[src/common/dmiss_pkg.sv]
package dmiss_pkg;

    localparam int PADDR_W     = 32;
    localparam int WORD_W      = 32;
    localparam int BYTES_W     = WORD_W / 8;
    localparam int LINE_WORDS  = 8;
    localparam int OFFSET_W    = 3;
    localparam int LINE_ADDR_W = 27;
    localparam int LQ_IDX_W    = 5;
    localparam int SC_IDX_W    = 3;
    // entry index width in the structs covers up to 16 entries
    localparam int ENTRY_W     = 4;
    localparam int LEN_W       = 8;

    typedef logic [LINE_WORDS-1:0][WORD_W-1:0] line_data_t;
    typedef logic [LINE_WORDS-1:0][BYTES_W-1:0] line_mask_t;

    typedef struct packed {
        logic [PADDR_W-1:0]  addr;
        logic [LQ_IDX_W-1:0] lq_idx;
    } load_req_t;

    typedef struct packed {
        logic [PADDR_W-1:0]  addr;
        logic [WORD_W-1:0]   data;
        logic [BYTES_W-1:0]  mask;
        logic [SC_IDX_W-1:0] sc_idx;
    } store_req_t;

    typedef struct packed {
        logic [ENTRY_W-1:0]  entry;
        logic [LQ_IDX_W-1:0] lq_idx;
        logic [OFFSET_W-1:0] offset;
    } waiter_t;

    typedef struct packed {
        logic                   valid;
        logic [LINE_ADDR_W-1:0] line_addr;
        line_data_t             data;
        line_mask_t             mask;
        logic [SC_IDX_W-1:0]    sc_idx;
        logic [ENTRY_W-1:0]     idx;
    } head_line_t;

    typedef struct packed {
        logic [PADDR_W-1:0] addr;
        logic [LEN_W-1:0]   len;
    } ar_req_t;

    typedef struct packed {
        logic [WORD_W-1:0] data;
        logic              last;
    } r_beat_t;

    typedef struct packed {
        logic [LINE_ADDR_W-1:0] line_addr;
        line_data_t             data;
        logic                   dirty;
        logic [SC_IDX_W-1:0]    sc_idx;
    } refill_t;

    typedef struct packed {
        logic [LQ_IDX_W-1:0] lq_idx;
        logic [WORD_W-1:0]   data;
    } load_resp_t;

    typedef enum logic [2:0] {
        FILL_IDLE,
        FILL_ADDR,
        FILL_DATA,
        FILL_MERGE,
        FILL_REFILL
    } fill_state_e;

endpackage

[src/miss_queue/miss_queue.sv]
`timescale 1ns/1ps

module miss_queue #(
    parameter int MISS_ENTRIES = 4,
    parameter int WAITERS      = 4
) (
    input  logic                  clk,
    input  logic                  rst,
    input  logic                  ren,
    input  dmiss_pkg::load_req_t  load_req,
    input  logic                  wen,
    input  dmiss_pkg::store_req_t store_req,
    input  logic                  waiter_full,
    input  logic                  head_locked,
    input  logic                  refill_done,
    output logic                  rfull,
    output logic                  wfull,
    output logic                  waiter_wen,
    output dmiss_pkg::waiter_t    new_waiter,
    output dmiss_pkg::head_line_t head_line
);
    localparam int IDX_W  = $clog2(MISS_ENTRIES);
    localparam int CNT_W  = IDX_W + 1;
    localparam int EW     = dmiss_pkg::ENTRY_W;
    localparam int LAW    = dmiss_pkg::LINE_ADDR_W;
    localparam int OW     = dmiss_pkg::OFFSET_W;

    logic [MISS_ENTRIES-1:0]        en;
    logic [LAW-1:0]                 addr [MISS_ENTRIES];
    dmiss_pkg::line_data_t          data [MISS_ENTRIES];
    dmiss_pkg::line_mask_t          mask [MISS_ENTRIES];
    logic [dmiss_pkg::SC_IDX_W-1:0] sc_idx [MISS_ENTRIES];
    logic [IDX_W-1:0]               head, tail;
    logic [CNT_W-1:0]               free_cnt;

    logic [LAW-1:0]        l_line, s_line;
    logic [OW-1:0]         l_off, s_off;
    logic                  l_hit, s_hit;
    logic [IDX_W-1:0]      l_hit_idx, s_hit_idx;
    logic                  s_locked, s_alloc, s_acc;
    logic                  l_same, l_room, l_acc, l_alloc;
    logic [IDX_W-1:0]      s_widx, l_idx;
    dmiss_pkg::line_data_t s_data;
    dmiss_pkg::line_mask_t s_mask;

    assign l_line = load_req.addr[dmiss_pkg::PADDR_W-1 -: LAW];
    assign s_line = store_req.addr[dmiss_pkg::PADDR_W-1 -: LAW];
    assign l_off  = load_req.addr[OW+1:2];
    assign s_off  = store_req.addr[OW+1:2];

    // line match that skips the head being released
    always_comb begin
        l_hit     = 1'b0;
        s_hit     = 1'b0;
        l_hit_idx = '0;
        s_hit_idx = '0;
        for (int i = 0; i < MISS_ENTRIES; i++) begin
            if (en[i] && addr[i] == l_line && !(refill_done && IDX_W'(i) == head)) begin
                l_hit     = 1'b1;
                l_hit_idx = IDX_W'(i);
            end
            if (en[i] && addr[i] == s_line) begin
                s_hit     = 1'b1;
                s_hit_idx = IDX_W'(i);
            end
        end
    end

    assign s_locked = head_locked && s_hit_idx == head;
    assign s_alloc  = wen && !s_hit && free_cnt != '0;
    assign s_acc    = wen && (s_hit ? !s_locked : free_cnt != '0);
    assign s_widx   = s_hit ? s_hit_idx : tail;

    // a load to the line the store opens this cycle shares its entry
    assign l_same  = s_alloc && l_line == s_line;
    assign l_room  = l_hit || l_same || free_cnt > CNT_W'(s_alloc);
    assign l_acc   = ren && !waiter_full && l_room;
    assign l_alloc = l_acc && !l_hit && !l_same;
    assign l_idx   = l_hit ? l_hit_idx : (l_same ? tail : tail + IDX_W'(s_alloc));

    // byte merge where a later store wins
    always_comb begin
        s_data = data[s_widx];
        s_mask = s_hit ? mask[s_widx] : '0;
        for (int b = 0; b < dmiss_pkg::BYTES_W; b++) begin
            if (store_req.mask[b]) begin
                s_data[s_off][8*b +: 8] = store_req.data[8*b +: 8];
            end
        end
        s_mask[s_off] = s_mask[s_off] | store_req.mask;
    end

    assign waiter_wen        = l_acc;
    assign new_waiter.entry  = EW'(l_idx);
    assign new_waiter.lq_idx = load_req.lq_idx;
    assign new_waiter.offset = l_off;

    assign head_line.valid     = en[head];
    assign head_line.line_addr = addr[head];
    assign head_line.data      = data[head];
    assign head_line.mask      = mask[head];
    assign head_line.sc_idx    = sc_idx[head];
    assign head_line.idx       = EW'(head);

    always_ff @(posedge clk or posedge rst) begin
        if (rst) begin
            en       <= '0;
            head     <= '0;
            tail     <= '0;
            free_cnt <= CNT_W'(MISS_ENTRIES);
            rfull    <= 1'b0;
            wfull    <= 1'b0;
        end else begin
            rfull <= ren && !l_acc;
            wfull <= wen && !s_acc;
            if (refill_done) begin
                en[head] <= 1'b0;
            end
            if (s_alloc) begin
                en[tail] <= 1'b1;
            end
            if (l_alloc) begin
                en[l_idx] <= 1'b1;
            end
            head     <= head + IDX_W'(refill_done);
            tail     <= tail + IDX_W'(s_alloc) + IDX_W'(l_alloc);
            free_cnt <= free_cnt + CNT_W'(refill_done) - CNT_W'(s_alloc) - CNT_W'(l_alloc);
        end
    end

    always_ff @(posedge clk) begin
        if (s_acc) begin
            data[s_widx]   <= s_data;
            mask[s_widx]   <= s_mask;
            sc_idx[s_widx] <= store_req.sc_idx;
        end
        if (s_alloc) begin
            addr[tail] <= s_line;
        end
        if (l_alloc) begin
            addr[l_idx]   <= l_line;
            mask[l_idx]   <= '0;
            sc_idx[l_idx] <= '0;
        end
    end

endmodule

[src/rtl/load_waiter_table.sv]
`timescale 1ns/1ps

module load_waiter_table #(
    parameter int WAITERS      = 4,
    parameter int MISS_ENTRIES = 4
) (
    input  logic                          clk,
    input  logic                          rst,
    input  logic                          waiter_wen,
    input  dmiss_pkg::waiter_t            new_waiter,
    input  logic [dmiss_pkg::ENTRY_W-1:0] head_idx,
    input  logic                          waiter_pop,
    output logic                          waiter_full,
    output logic                          head_waiter_valid,
    output dmiss_pkg::waiter_t            head_waiter
);
    localparam int IDX_W  = $clog2(MISS_ENTRIES);
    localparam int SLOT_W = $clog2(WAITERS);

    dmiss_pkg::waiter_t  slot [WAITERS];
    logic [WAITERS-1:0]  valid;
    // elder[i][j] set when slot j was allocated before slot i
    logic [WAITERS-1:0]  elder [WAITERS];
    logic [WAITERS-1:0]  match;
    logic [SLOT_W-1:0]   free_idx, sel_idx;

    assign waiter_full = &valid;

    always_comb begin
        free_idx = '0;
        for (int i = WAITERS - 1; i >= 0; i--) begin
            if (!valid[i]) begin
                free_idx = SLOT_W'(i);
            end
        end
    end

    // oldest slot waiting on the head entry
    always_comb begin
        for (int i = 0; i < WAITERS; i++) begin
            match[i] = valid[i] && slot[i].entry[IDX_W-1:0] == head_idx[IDX_W-1:0];
        end
        sel_idx = '0;
        for (int i = 0; i < WAITERS; i++) begin
            if (match[i] && !(|(match & elder[i]))) begin
                sel_idx = SLOT_W'(i);
            end
        end
    end

    assign head_waiter_valid = |match;
    assign head_waiter       = slot[sel_idx];

    always_ff @(posedge clk or posedge rst) begin
        if (rst) begin
            valid <= '0;
        end else begin
            if (waiter_pop) begin
                valid[sel_idx] <= 1'b0;
            end
            if (waiter_wen) begin
                valid[free_idx] <= 1'b1;
            end
        end
    end

    always_ff @(posedge clk) begin
        if (waiter_wen) begin
            slot[free_idx] <= new_waiter;
            for (int i = 0; i < WAITERS; i++) begin
                elder[i][free_idx] <= 1'b0;
            end
            elder[free_idx] <= valid;
        end
    end

endmodule

[src/rtl/line_fill.sv]
`timescale 1ns/1ps

module line_fill (
    input  logic                  clk,
    input  logic                  rst,
    input  dmiss_pkg::head_line_t head_line,
    input  logic                  ar_ready,
    input  logic                  r_valid,
    input  dmiss_pkg::r_beat_t    r_beat,
    input  logic                  refill_valid,
    input  logic                  head_waiter_valid,
    input  dmiss_pkg::waiter_t    head_waiter,
    output logic                  ar_valid,
    output dmiss_pkg::ar_req_t    ar_req,
    output logic                  refill_en,
    output dmiss_pkg::refill_t    refill,
    output logic                  head_locked,
    output logic                  refill_done,
    output logic                  waiter_pop,
    output logic                  lq_en,
    output dmiss_pkg::load_resp_t load_resp
);
    localparam int OW = dmiss_pkg::OFFSET_W;

    dmiss_pkg::fill_state_e state;
    logic [OW-1:0]          beat_cnt;
    logic                   accepted;
    dmiss_pkg::line_data_t  line_buf;
    dmiss_pkg::line_data_t  merged;

    // store bytes of the head laid over the fetched words
    always_comb begin
        merged = line_buf;
        for (int w = 0; w < dmiss_pkg::LINE_WORDS; w++) begin
            for (int b = 0; b < dmiss_pkg::BYTES_W; b++) begin
                if (head_line.mask[w][b]) begin
                    merged[w][8*b +: 8] = head_line.data[w][8*b +: 8];
                end
            end
        end
    end

    assign ar_valid    = state == dmiss_pkg::FILL_ADDR;
    assign ar_req.addr = {head_line.line_addr, {(OW + 2){1'b0}}};
    assign ar_req.len  = dmiss_pkg::LEN_W'(dmiss_pkg::LINE_WORDS - 1);

    assign head_locked = state == dmiss_pkg::FILL_MERGE || state == dmiss_pkg::FILL_REFILL;
    assign refill_en   = state == dmiss_pkg::FILL_REFILL && !accepted;

    // head is locked here, so its fields hold still
    assign refill.line_addr = head_line.line_addr;
    assign refill.data      = line_buf;
    assign refill.dirty     = |head_line.mask;
    assign refill.sc_idx    = head_line.sc_idx;

    assign waiter_pop  = state == dmiss_pkg::FILL_REFILL && accepted && head_waiter_valid;
    assign refill_done = state == dmiss_pkg::FILL_REFILL && accepted && !head_waiter_valid;
    assign lq_en       = waiter_pop;

    assign load_resp.lq_idx = head_waiter.lq_idx;
    assign load_resp.data   = line_buf[head_waiter.offset];

    always_ff @(posedge clk or posedge rst) begin
        if (rst) begin
            state    <= dmiss_pkg::FILL_IDLE;
            beat_cnt <= '0;
            accepted <= 1'b0;
        end else begin
            case (state)
                dmiss_pkg::FILL_IDLE: begin
                    if (head_line.valid) begin
                        state <= dmiss_pkg::FILL_ADDR;
                    end
                end
                dmiss_pkg::FILL_ADDR: begin
                    beat_cnt <= '0;
                    if (ar_ready) begin
                        state <= dmiss_pkg::FILL_DATA;
                    end
                end
                dmiss_pkg::FILL_DATA: begin
                    if (r_valid) begin
                        beat_cnt <= beat_cnt + OW'(1);
                        if (r_beat.last) begin
                            state <= dmiss_pkg::FILL_MERGE;
                        end
                    end
                end
                dmiss_pkg::FILL_MERGE: begin
                    accepted <= 1'b0;
                    state    <= dmiss_pkg::FILL_REFILL;
                end
                dmiss_pkg::FILL_REFILL: begin
                    if (refill_en && refill_valid) begin
                        accepted <= 1'b1;
                    end
                    if (refill_done) begin
                        accepted <= 1'b0;
                        state    <= dmiss_pkg::FILL_IDLE;
                    end
                end
                default: state <= dmiss_pkg::FILL_IDLE;
            endcase
        end
    end

    always_ff @(posedge clk) begin
        if (state == dmiss_pkg::FILL_DATA && r_valid) begin
            line_buf[beat_cnt] <= r_beat.data;
        end
        if (state == dmiss_pkg::FILL_MERGE) begin
            line_buf <= merged;
        end
    end

endmodule

[src/rtl/dmiss_top.sv]
`timescale 1ns/1ps

module dmiss_top #(
    parameter int MISS_ENTRIES = 4,
    parameter int WAITERS      = 4
) (
    input  logic                  clk,
    input  logic                  rst,
    input  logic                  ren,
    input  dmiss_pkg::load_req_t  load_req,
    output logic                  rfull,
    input  logic                  wen,
    input  dmiss_pkg::store_req_t store_req,
    output logic                  wfull,
    output logic                  ar_valid,
    output dmiss_pkg::ar_req_t    ar_req,
    input  logic                  ar_ready,
    input  logic                  r_valid,
    input  dmiss_pkg::r_beat_t    r_beat,
    output logic                  refill_en,
    output dmiss_pkg::refill_t    refill,
    input  logic                  refill_valid,
    output logic                  lq_en,
    output dmiss_pkg::load_resp_t load_resp
);
    dmiss_pkg::head_line_t head_line;
    dmiss_pkg::waiter_t    new_waiter;
    dmiss_pkg::waiter_t    head_waiter;
    logic                  waiter_wen;
    logic                  waiter_full;
    logic                  head_waiter_valid;
    logic                  head_locked;
    logic                  refill_done;
    logic                  waiter_pop;

    miss_queue #(
        .MISS_ENTRIES (MISS_ENTRIES),
        .WAITERS      (WAITERS)
    ) i_miss_queue (
        .clk         (clk),
        .rst         (rst),
        .ren         (ren),
        .load_req    (load_req),
        .wen         (wen),
        .store_req   (store_req),
        .waiter_full (waiter_full),
        .head_locked (head_locked),
        .refill_done (refill_done),
        .rfull       (rfull),
        .wfull       (wfull),
        .waiter_wen  (waiter_wen),
        .new_waiter  (new_waiter),
        .head_line   (head_line)
    );

    load_waiter_table #(
        .WAITERS      (WAITERS),
        .MISS_ENTRIES (MISS_ENTRIES)
    ) i_load_waiter_table (
        .clk               (clk),
        .rst               (rst),
        .waiter_wen        (waiter_wen),
        .new_waiter        (new_waiter),
        .head_idx          (head_line.idx),
        .waiter_pop        (waiter_pop),
        .waiter_full       (waiter_full),
        .head_waiter_valid (head_waiter_valid),
        .head_waiter       (head_waiter)
    );

    line_fill i_line_fill (
        .clk               (clk),
        .rst               (rst),
        .head_line         (head_line),
        .ar_ready          (ar_ready),
        .r_valid           (r_valid),
        .r_beat            (r_beat),
        .refill_valid      (refill_valid),
        .head_waiter_valid (head_waiter_valid),
        .head_waiter       (head_waiter),
        .ar_valid          (ar_valid),
        .ar_req            (ar_req),
        .refill_en         (refill_en),
        .refill            (refill),
        .head_locked       (head_locked),
        .refill_done       (refill_done),
        .waiter_pop        (waiter_pop),
        .lq_en             (lq_en),
        .load_resp         (load_resp)
    );

endmodule

[config.mk]
export PLATFORM = sky130hd
export DESIGN_NAME = dmiss_top
export DESIGN_NICKNAME = d
export VERILOG_FILES = /design/src/common/dmiss_pkg.sv /design/src/miss_queue/miss_queue.sv /design/src/rtl/load_waiter_table.sv /design/src/rtl/line_fill.sv /design/src/rtl/dmiss_top.sv
export SDC_FILE = /design/constraint.sdc
export NUM_CORES = 2
export LEC_CHECK = 0
export BUFFER_PORTS_ARGS = -buffer_cell sky130_fd_sc_hd__clkbuf_2
export CAP_MARGIN = 25
export CORE_MARGIN = 5
export CORE_UTILIZATION = 45
export DETAILED_ROUTE_END_ITERATION = 6
export GPL_ROUTABILITY_DRIVEN = 1
export GPL_TIMING_DRIVEN = 0
export HOLD_SLACK_MARGIN = 0.02
export PLACE_DENSITY = 0.61
export SYNTH_ARGS = -nofsm -noshare
export SYNTH_HDL_FRONTEND = slang
export SYNTH_HIERARCHICAL = 1
export SYNTH_SLANG_ARGS = --single-unit
[constraint.sdc]
create_clock -name clk -period 13.5 [get_ports clk]
set_input_delay 1.35 -clock clk [delete_from_list [all_inputs] [get_ports clk]]
set_output_delay 1.35 -clock clk [all_outputs]
set_load 0.05 [all_outputs]
# == Word level (Yosys, flattened, before mapping) ==
# Memory sizes are Yosys's and may differ from the RTL's.
# Index checks and enable logic that the tools add are counted.
# totals
register_bits,280
latch_bits,0
ramBits,1328
romBits,0
input_bits,148
output_inout_bits,369
elab_cells,377
mem_count,6
# mem_list
memory,depth,width,read_ports,rd_clocked_by_memory_dff,wr,line,text
i_miss_queue.data,4,256,2,0,1,miss_queue.sv:30,dmiss_pkg::line_data_t data [MISS_ENTRIES];
i_miss_queue.mask,4,32,2,0,2,miss_queue.sv:31,dmiss_pkg::line_mask_t mask [MISS_ENTRIES];
i_miss_queue.addr,4,27,5,0,2,miss_queue.sv:29,logic [LAW-1:0] addr [MISS_ENTRIES];
i_load_waiter_table.slot,4,10,5,0,1,load_waiter_table.sv:20,dmiss_pkg::waiter_t slot [WAITERS];
i_load_waiter_table.elder,4,4,3,0,5,load_waiter_table.sv:23,logic [WAITERS-1:0] elder [WAITERS];
i_miss_queue.sc_idx,4,3,1,0,2,miss_queue.sv:32,logic [dmiss_pkg::SC_IDX_W-1:0] sc_idx [MISS_ENTRIES];
# classes
n_addsub,7
multipliers,0
div_mod_pow,0
order_cmp,16
n_eq_ne,59
shifts,0
mux,123
bitwise,11
n_reduce_logical,113
# ops
cell,count
$mux W256,6
$bwmux W256,5
$demux W32 S3,5
$mux W8,33
$eq A27 B27 Y1,9
$mux W32,4
$bmux W32 S3,1
$ne A2 B2 Y1 const B,36
$reduce_and A2 Y1,34
$logic_and A1 B1 Y1,47
$bwmux W32,1
$mux W4,8
$reduce_or A32 Y1,1
$mux W1,28
$mux W2,13
$mux W24,1
$and A4 B4 Y4,5
$mux W3,6
$logic_not A1 Y1,16
$mux W16,1
$or A4 B4 Y4,4
$reduce_or A4 Y1,4
$lt A2 B3 Y1 const B,5
$pmux W3 S5,1
other kinds (30),55

# == Logic depth before layout (Yosys ltp) ==
# An unclocked memory read counts as a cell.
# depth
word_depth,20
depth_mapped,20
ltp_nobuf,19

# == By module ==
# The synthesis kept the hierarchy.
# modules_own_cells
module,instances,cells_per_inst,area_per_inst_um2,seq_area_each_um2
miss_queue,1,4283,60733.2,37121.9
line_fill,1,1297,15015.7,7862.5
load_waiter_table,1,183,2695.1,1901.8

# == Worst setup path after synthesis ==
# OpenSTA, ideal clock, no wires.
# synth_timing
path_kind,input to register
startpoint,input port store_req[67] (netlist bit)
endpoint,"memory i_miss_queue/data[0][0] (netlist bit), enable pin"
setup_ns,0.507
arrival_ns,6.653
required_ns,12.993
setup_slack_ns,6.340
path_stages,12
path_cell_list,buf_2 xnor2_1 nand4_1 or4_1 o21ai_1 and4_1 buf_2 buf_4 o2111ai_2 inv_2 buf_2 buf_2
# synth_between
elab_chain_cells,12
elab_cells_between_ends,23
classes_between,eq/ne: 5; mux: 11; reduce/logical: 7
# synth_rtl
element,line,text
from (decl),dmiss_top.sv:13,"input dmiss_pkg::store_req_t store_req,"
$eq A27 B27 Y1,miss_queue.sv:62,if (en[i] && addr[i] == s_line) begin
$logic_and A1 B1 Y1,miss_queue.sv:62,
$mux W1,miss_queue.sv:62,
$mux W2 (2 in series),miss_queue.sv:62,
$eq A2 B2 Y1,miss_queue.sv:69,assign s_locked = head_locked && s_hit_idx == head;
$logic_and A1 B1 Y1,miss_queue.sv:69,
$logic_not A1 Y1,miss_queue.sv:71,assign s_acc = wen && (s_hit ? !s_locked : free_cnt != '0);
$mux W1,miss_queue.sv:71,
$logic_and A1 B1 Y1,miss_queue.sv:71,
$mux W1,miss_queue.sv:132,if (s_acc) begin
$mux W1 (implied by the code),miss_queue.sv:133,data[s_widx] <= s_data;
to (decl),miss_queue.sv:30,
# Several ways; a longest one is shown, not always the timed one.

==> flow_summary.toml <==
[run_status]
status = "complete, but fails checks"
violations = "DRC"

[critical_path]
start_kind = "register"
end_kind = "output port"
cp.arrival_ps = 6840
critPathMaxFanout = 10
worstPathRequired_ps = 12150
critPathLaunch = "i_miss_queue/head[1]"
crit_type = "reg2out"
rr_startpoint = "i_miss_queue/addr[2][15]"

[place]
placed_cells = 8545
place_congestion = 1.03
io_buffers = 401
post-dp-hpwl_um = 256000

[timing]
slew_headroom = 0.186
finalCritPeriodShare = 0.606
rsz0062_at_grt = "no"
worst_slew_pin_slew_ps = 1220
setup_violations = 0
skew_ps = 33.2
hold_viol_final = 0
period_needed_ps = 8190
drv_slew = 0
fmax_mhz = 122
setup-tns-final_ps = 0

[route]
num_vias = 61200
route.detailed.drc = 148
postRouteAntennaNets = 0
viasPerCell = 6.88
drt-wirelength-per-cell_um = 38.5
wirelength_um = 342000
drtIter0Drc = 11200
drt_first_pass_iters = 7

[cells_and_area]
fillers = 14600
final_layout_size_suffix_gt1_frac = 0.236
mostFrequentLayoutCells = "edfxtp_1, nand2_1, nor2_1"
multi_input_area_um2 = 28300
post-route-util = 0.525
mostFrequentLayoutCell = "edfxtp_1"
ff_latch_area_um2 = 46600
fin_cells = 8897
syn_to_final_growth_pct = 15.8
nets = 6572

[global_routing]
grt_max_degree = 92
first_global_vias = 58100
grt_overflow = 0
antenna_found_initial = 23
grt.total_usage = 0.365
grt_pass1_wl_um = 463000

[power_and_ir_drop]
vdd_ir_drop_max_uv = 224
p_leak_nw = 30.1
totalPowerFinal_mw = 24.8
cellPowerDensity_nw_per_um2 = 275

[synth]
synth_area_per_cell_um2 = 13.6
syn_inst = 5736
yosys_warnings = 6
synth_area_um2 = 78100

[clock_network]
cts_setup_buffers = 0
clk_pin_slew_ps = 60
holdBufCountCts = 0
insertion_delay_ps = 830
numCtsBuffers = 171
clock-sinks = 1604
cts_resized = 0
cts_root_buf = "clkbuf_16"
cts_buffer_depth = 3
cts_tree = "built"
htreeDepth = 4

[floorplanning]
die_x_um = 427
core_um2 = 172000
start_util = 0.454
ios = 517
dieArea_um2 = 182000
num_rows = 152
dieHeight_um = 427

[job]
max_cap_violations = 0

[min_path]
hold_class = "in2async"
==> registers in the layout, summed over array words and instances, names as in the netlist, 3 cells and up <==
| signal | flops |
|---|---|
| i_load_waiter_table/elder | 12 |
| i_load_waiter_table/valid | 4 |
| i_miss_queue/sc_idx | 12 |
| i_miss_queue/free_cnt | 3 |
| i_load_waiter_table/slot | 40 |
| i_miss_queue/addr | 108 |
| i_miss_queue/mask | 128 |
| i_line_fill/state | 3 |
| i_line_fill/refill | 256 |
| i_miss_queue/en | 4 |
| i_line_fill/beat_cnt | 3 |
| i_miss_queue/data | 1024 |
==> report_power, final <==
part	leakage (nW)	internal [mW]	switching, mW
Clock	2.75	2.72	2.07
Sequential	14.8	7.86	1.01
Combinational	12.6	3.44	7.75
Total	30.1	14.0	10.8
==> layout make-up <==
type / instances / area share
flip-flops and latches: 1604 / 0.516
inverters: 20 / 0.000830
multi-input cells: 3511 / 0.313
well taps: 2310 / 0.0320
clock inverters: 113 / 0.0132
repair buffers: 495 / 0.0394
diodes: 23 / 0.000637
plain buffers: 614 / 0.0359
clock buffers: 207 / 0.0493
==> layer usage <==
layer / track usage / up-vias / wire length (µm)
met5: 0 / - / 74
met4: 0.247 / 6 / 27900
met3: 0.113 / 1075 / 46600
met2: 0.531 / 5204 / 147000
met1: 0.468 / 30700 / 120000
li1: - / 24200 / -
==> worst paths after layout <==
path	to	slack, ps	depth (start not counted)
max reg2reg	i_miss_queue/data[2][220]	6670	13
max in group asynchronous	i_miss_queue/en[3]	12440	2
max	load_resp[21]	5310	12
min in group clk	i_miss_queue/sc_idx[2][2]	460	2
min	i_load_waiter_table/valid[1]	450	2
min reg2reg	i_miss_queue/sc_idx[2][2]	460	2
==> per-stage QoR <==
step                cell area [µm²]  setup slack [ps]  hold WS, ps
floorplan                     78100              6340          433
global placement              83000              1750          444
detailed placement            84600              5930          448
CTS                           90200              5760          404
global route                  90400              5300          436
finish                        90400              5310          447
==> critical path: stages (launching register included) <==
cell	delay, ps
dfrtp_1	640
xor2_1	220
nor3_1	250
nand4bb_1	250
clkbuf_1	380
o22ai_1	130
a21oi_1	750
buf_2	540
buf_4	330
nand2_1	490
clkbuf_1	540
o221ai_1	1040
clkbuf_2	440
Note: power is estimated with default switching activity, not from simulation.
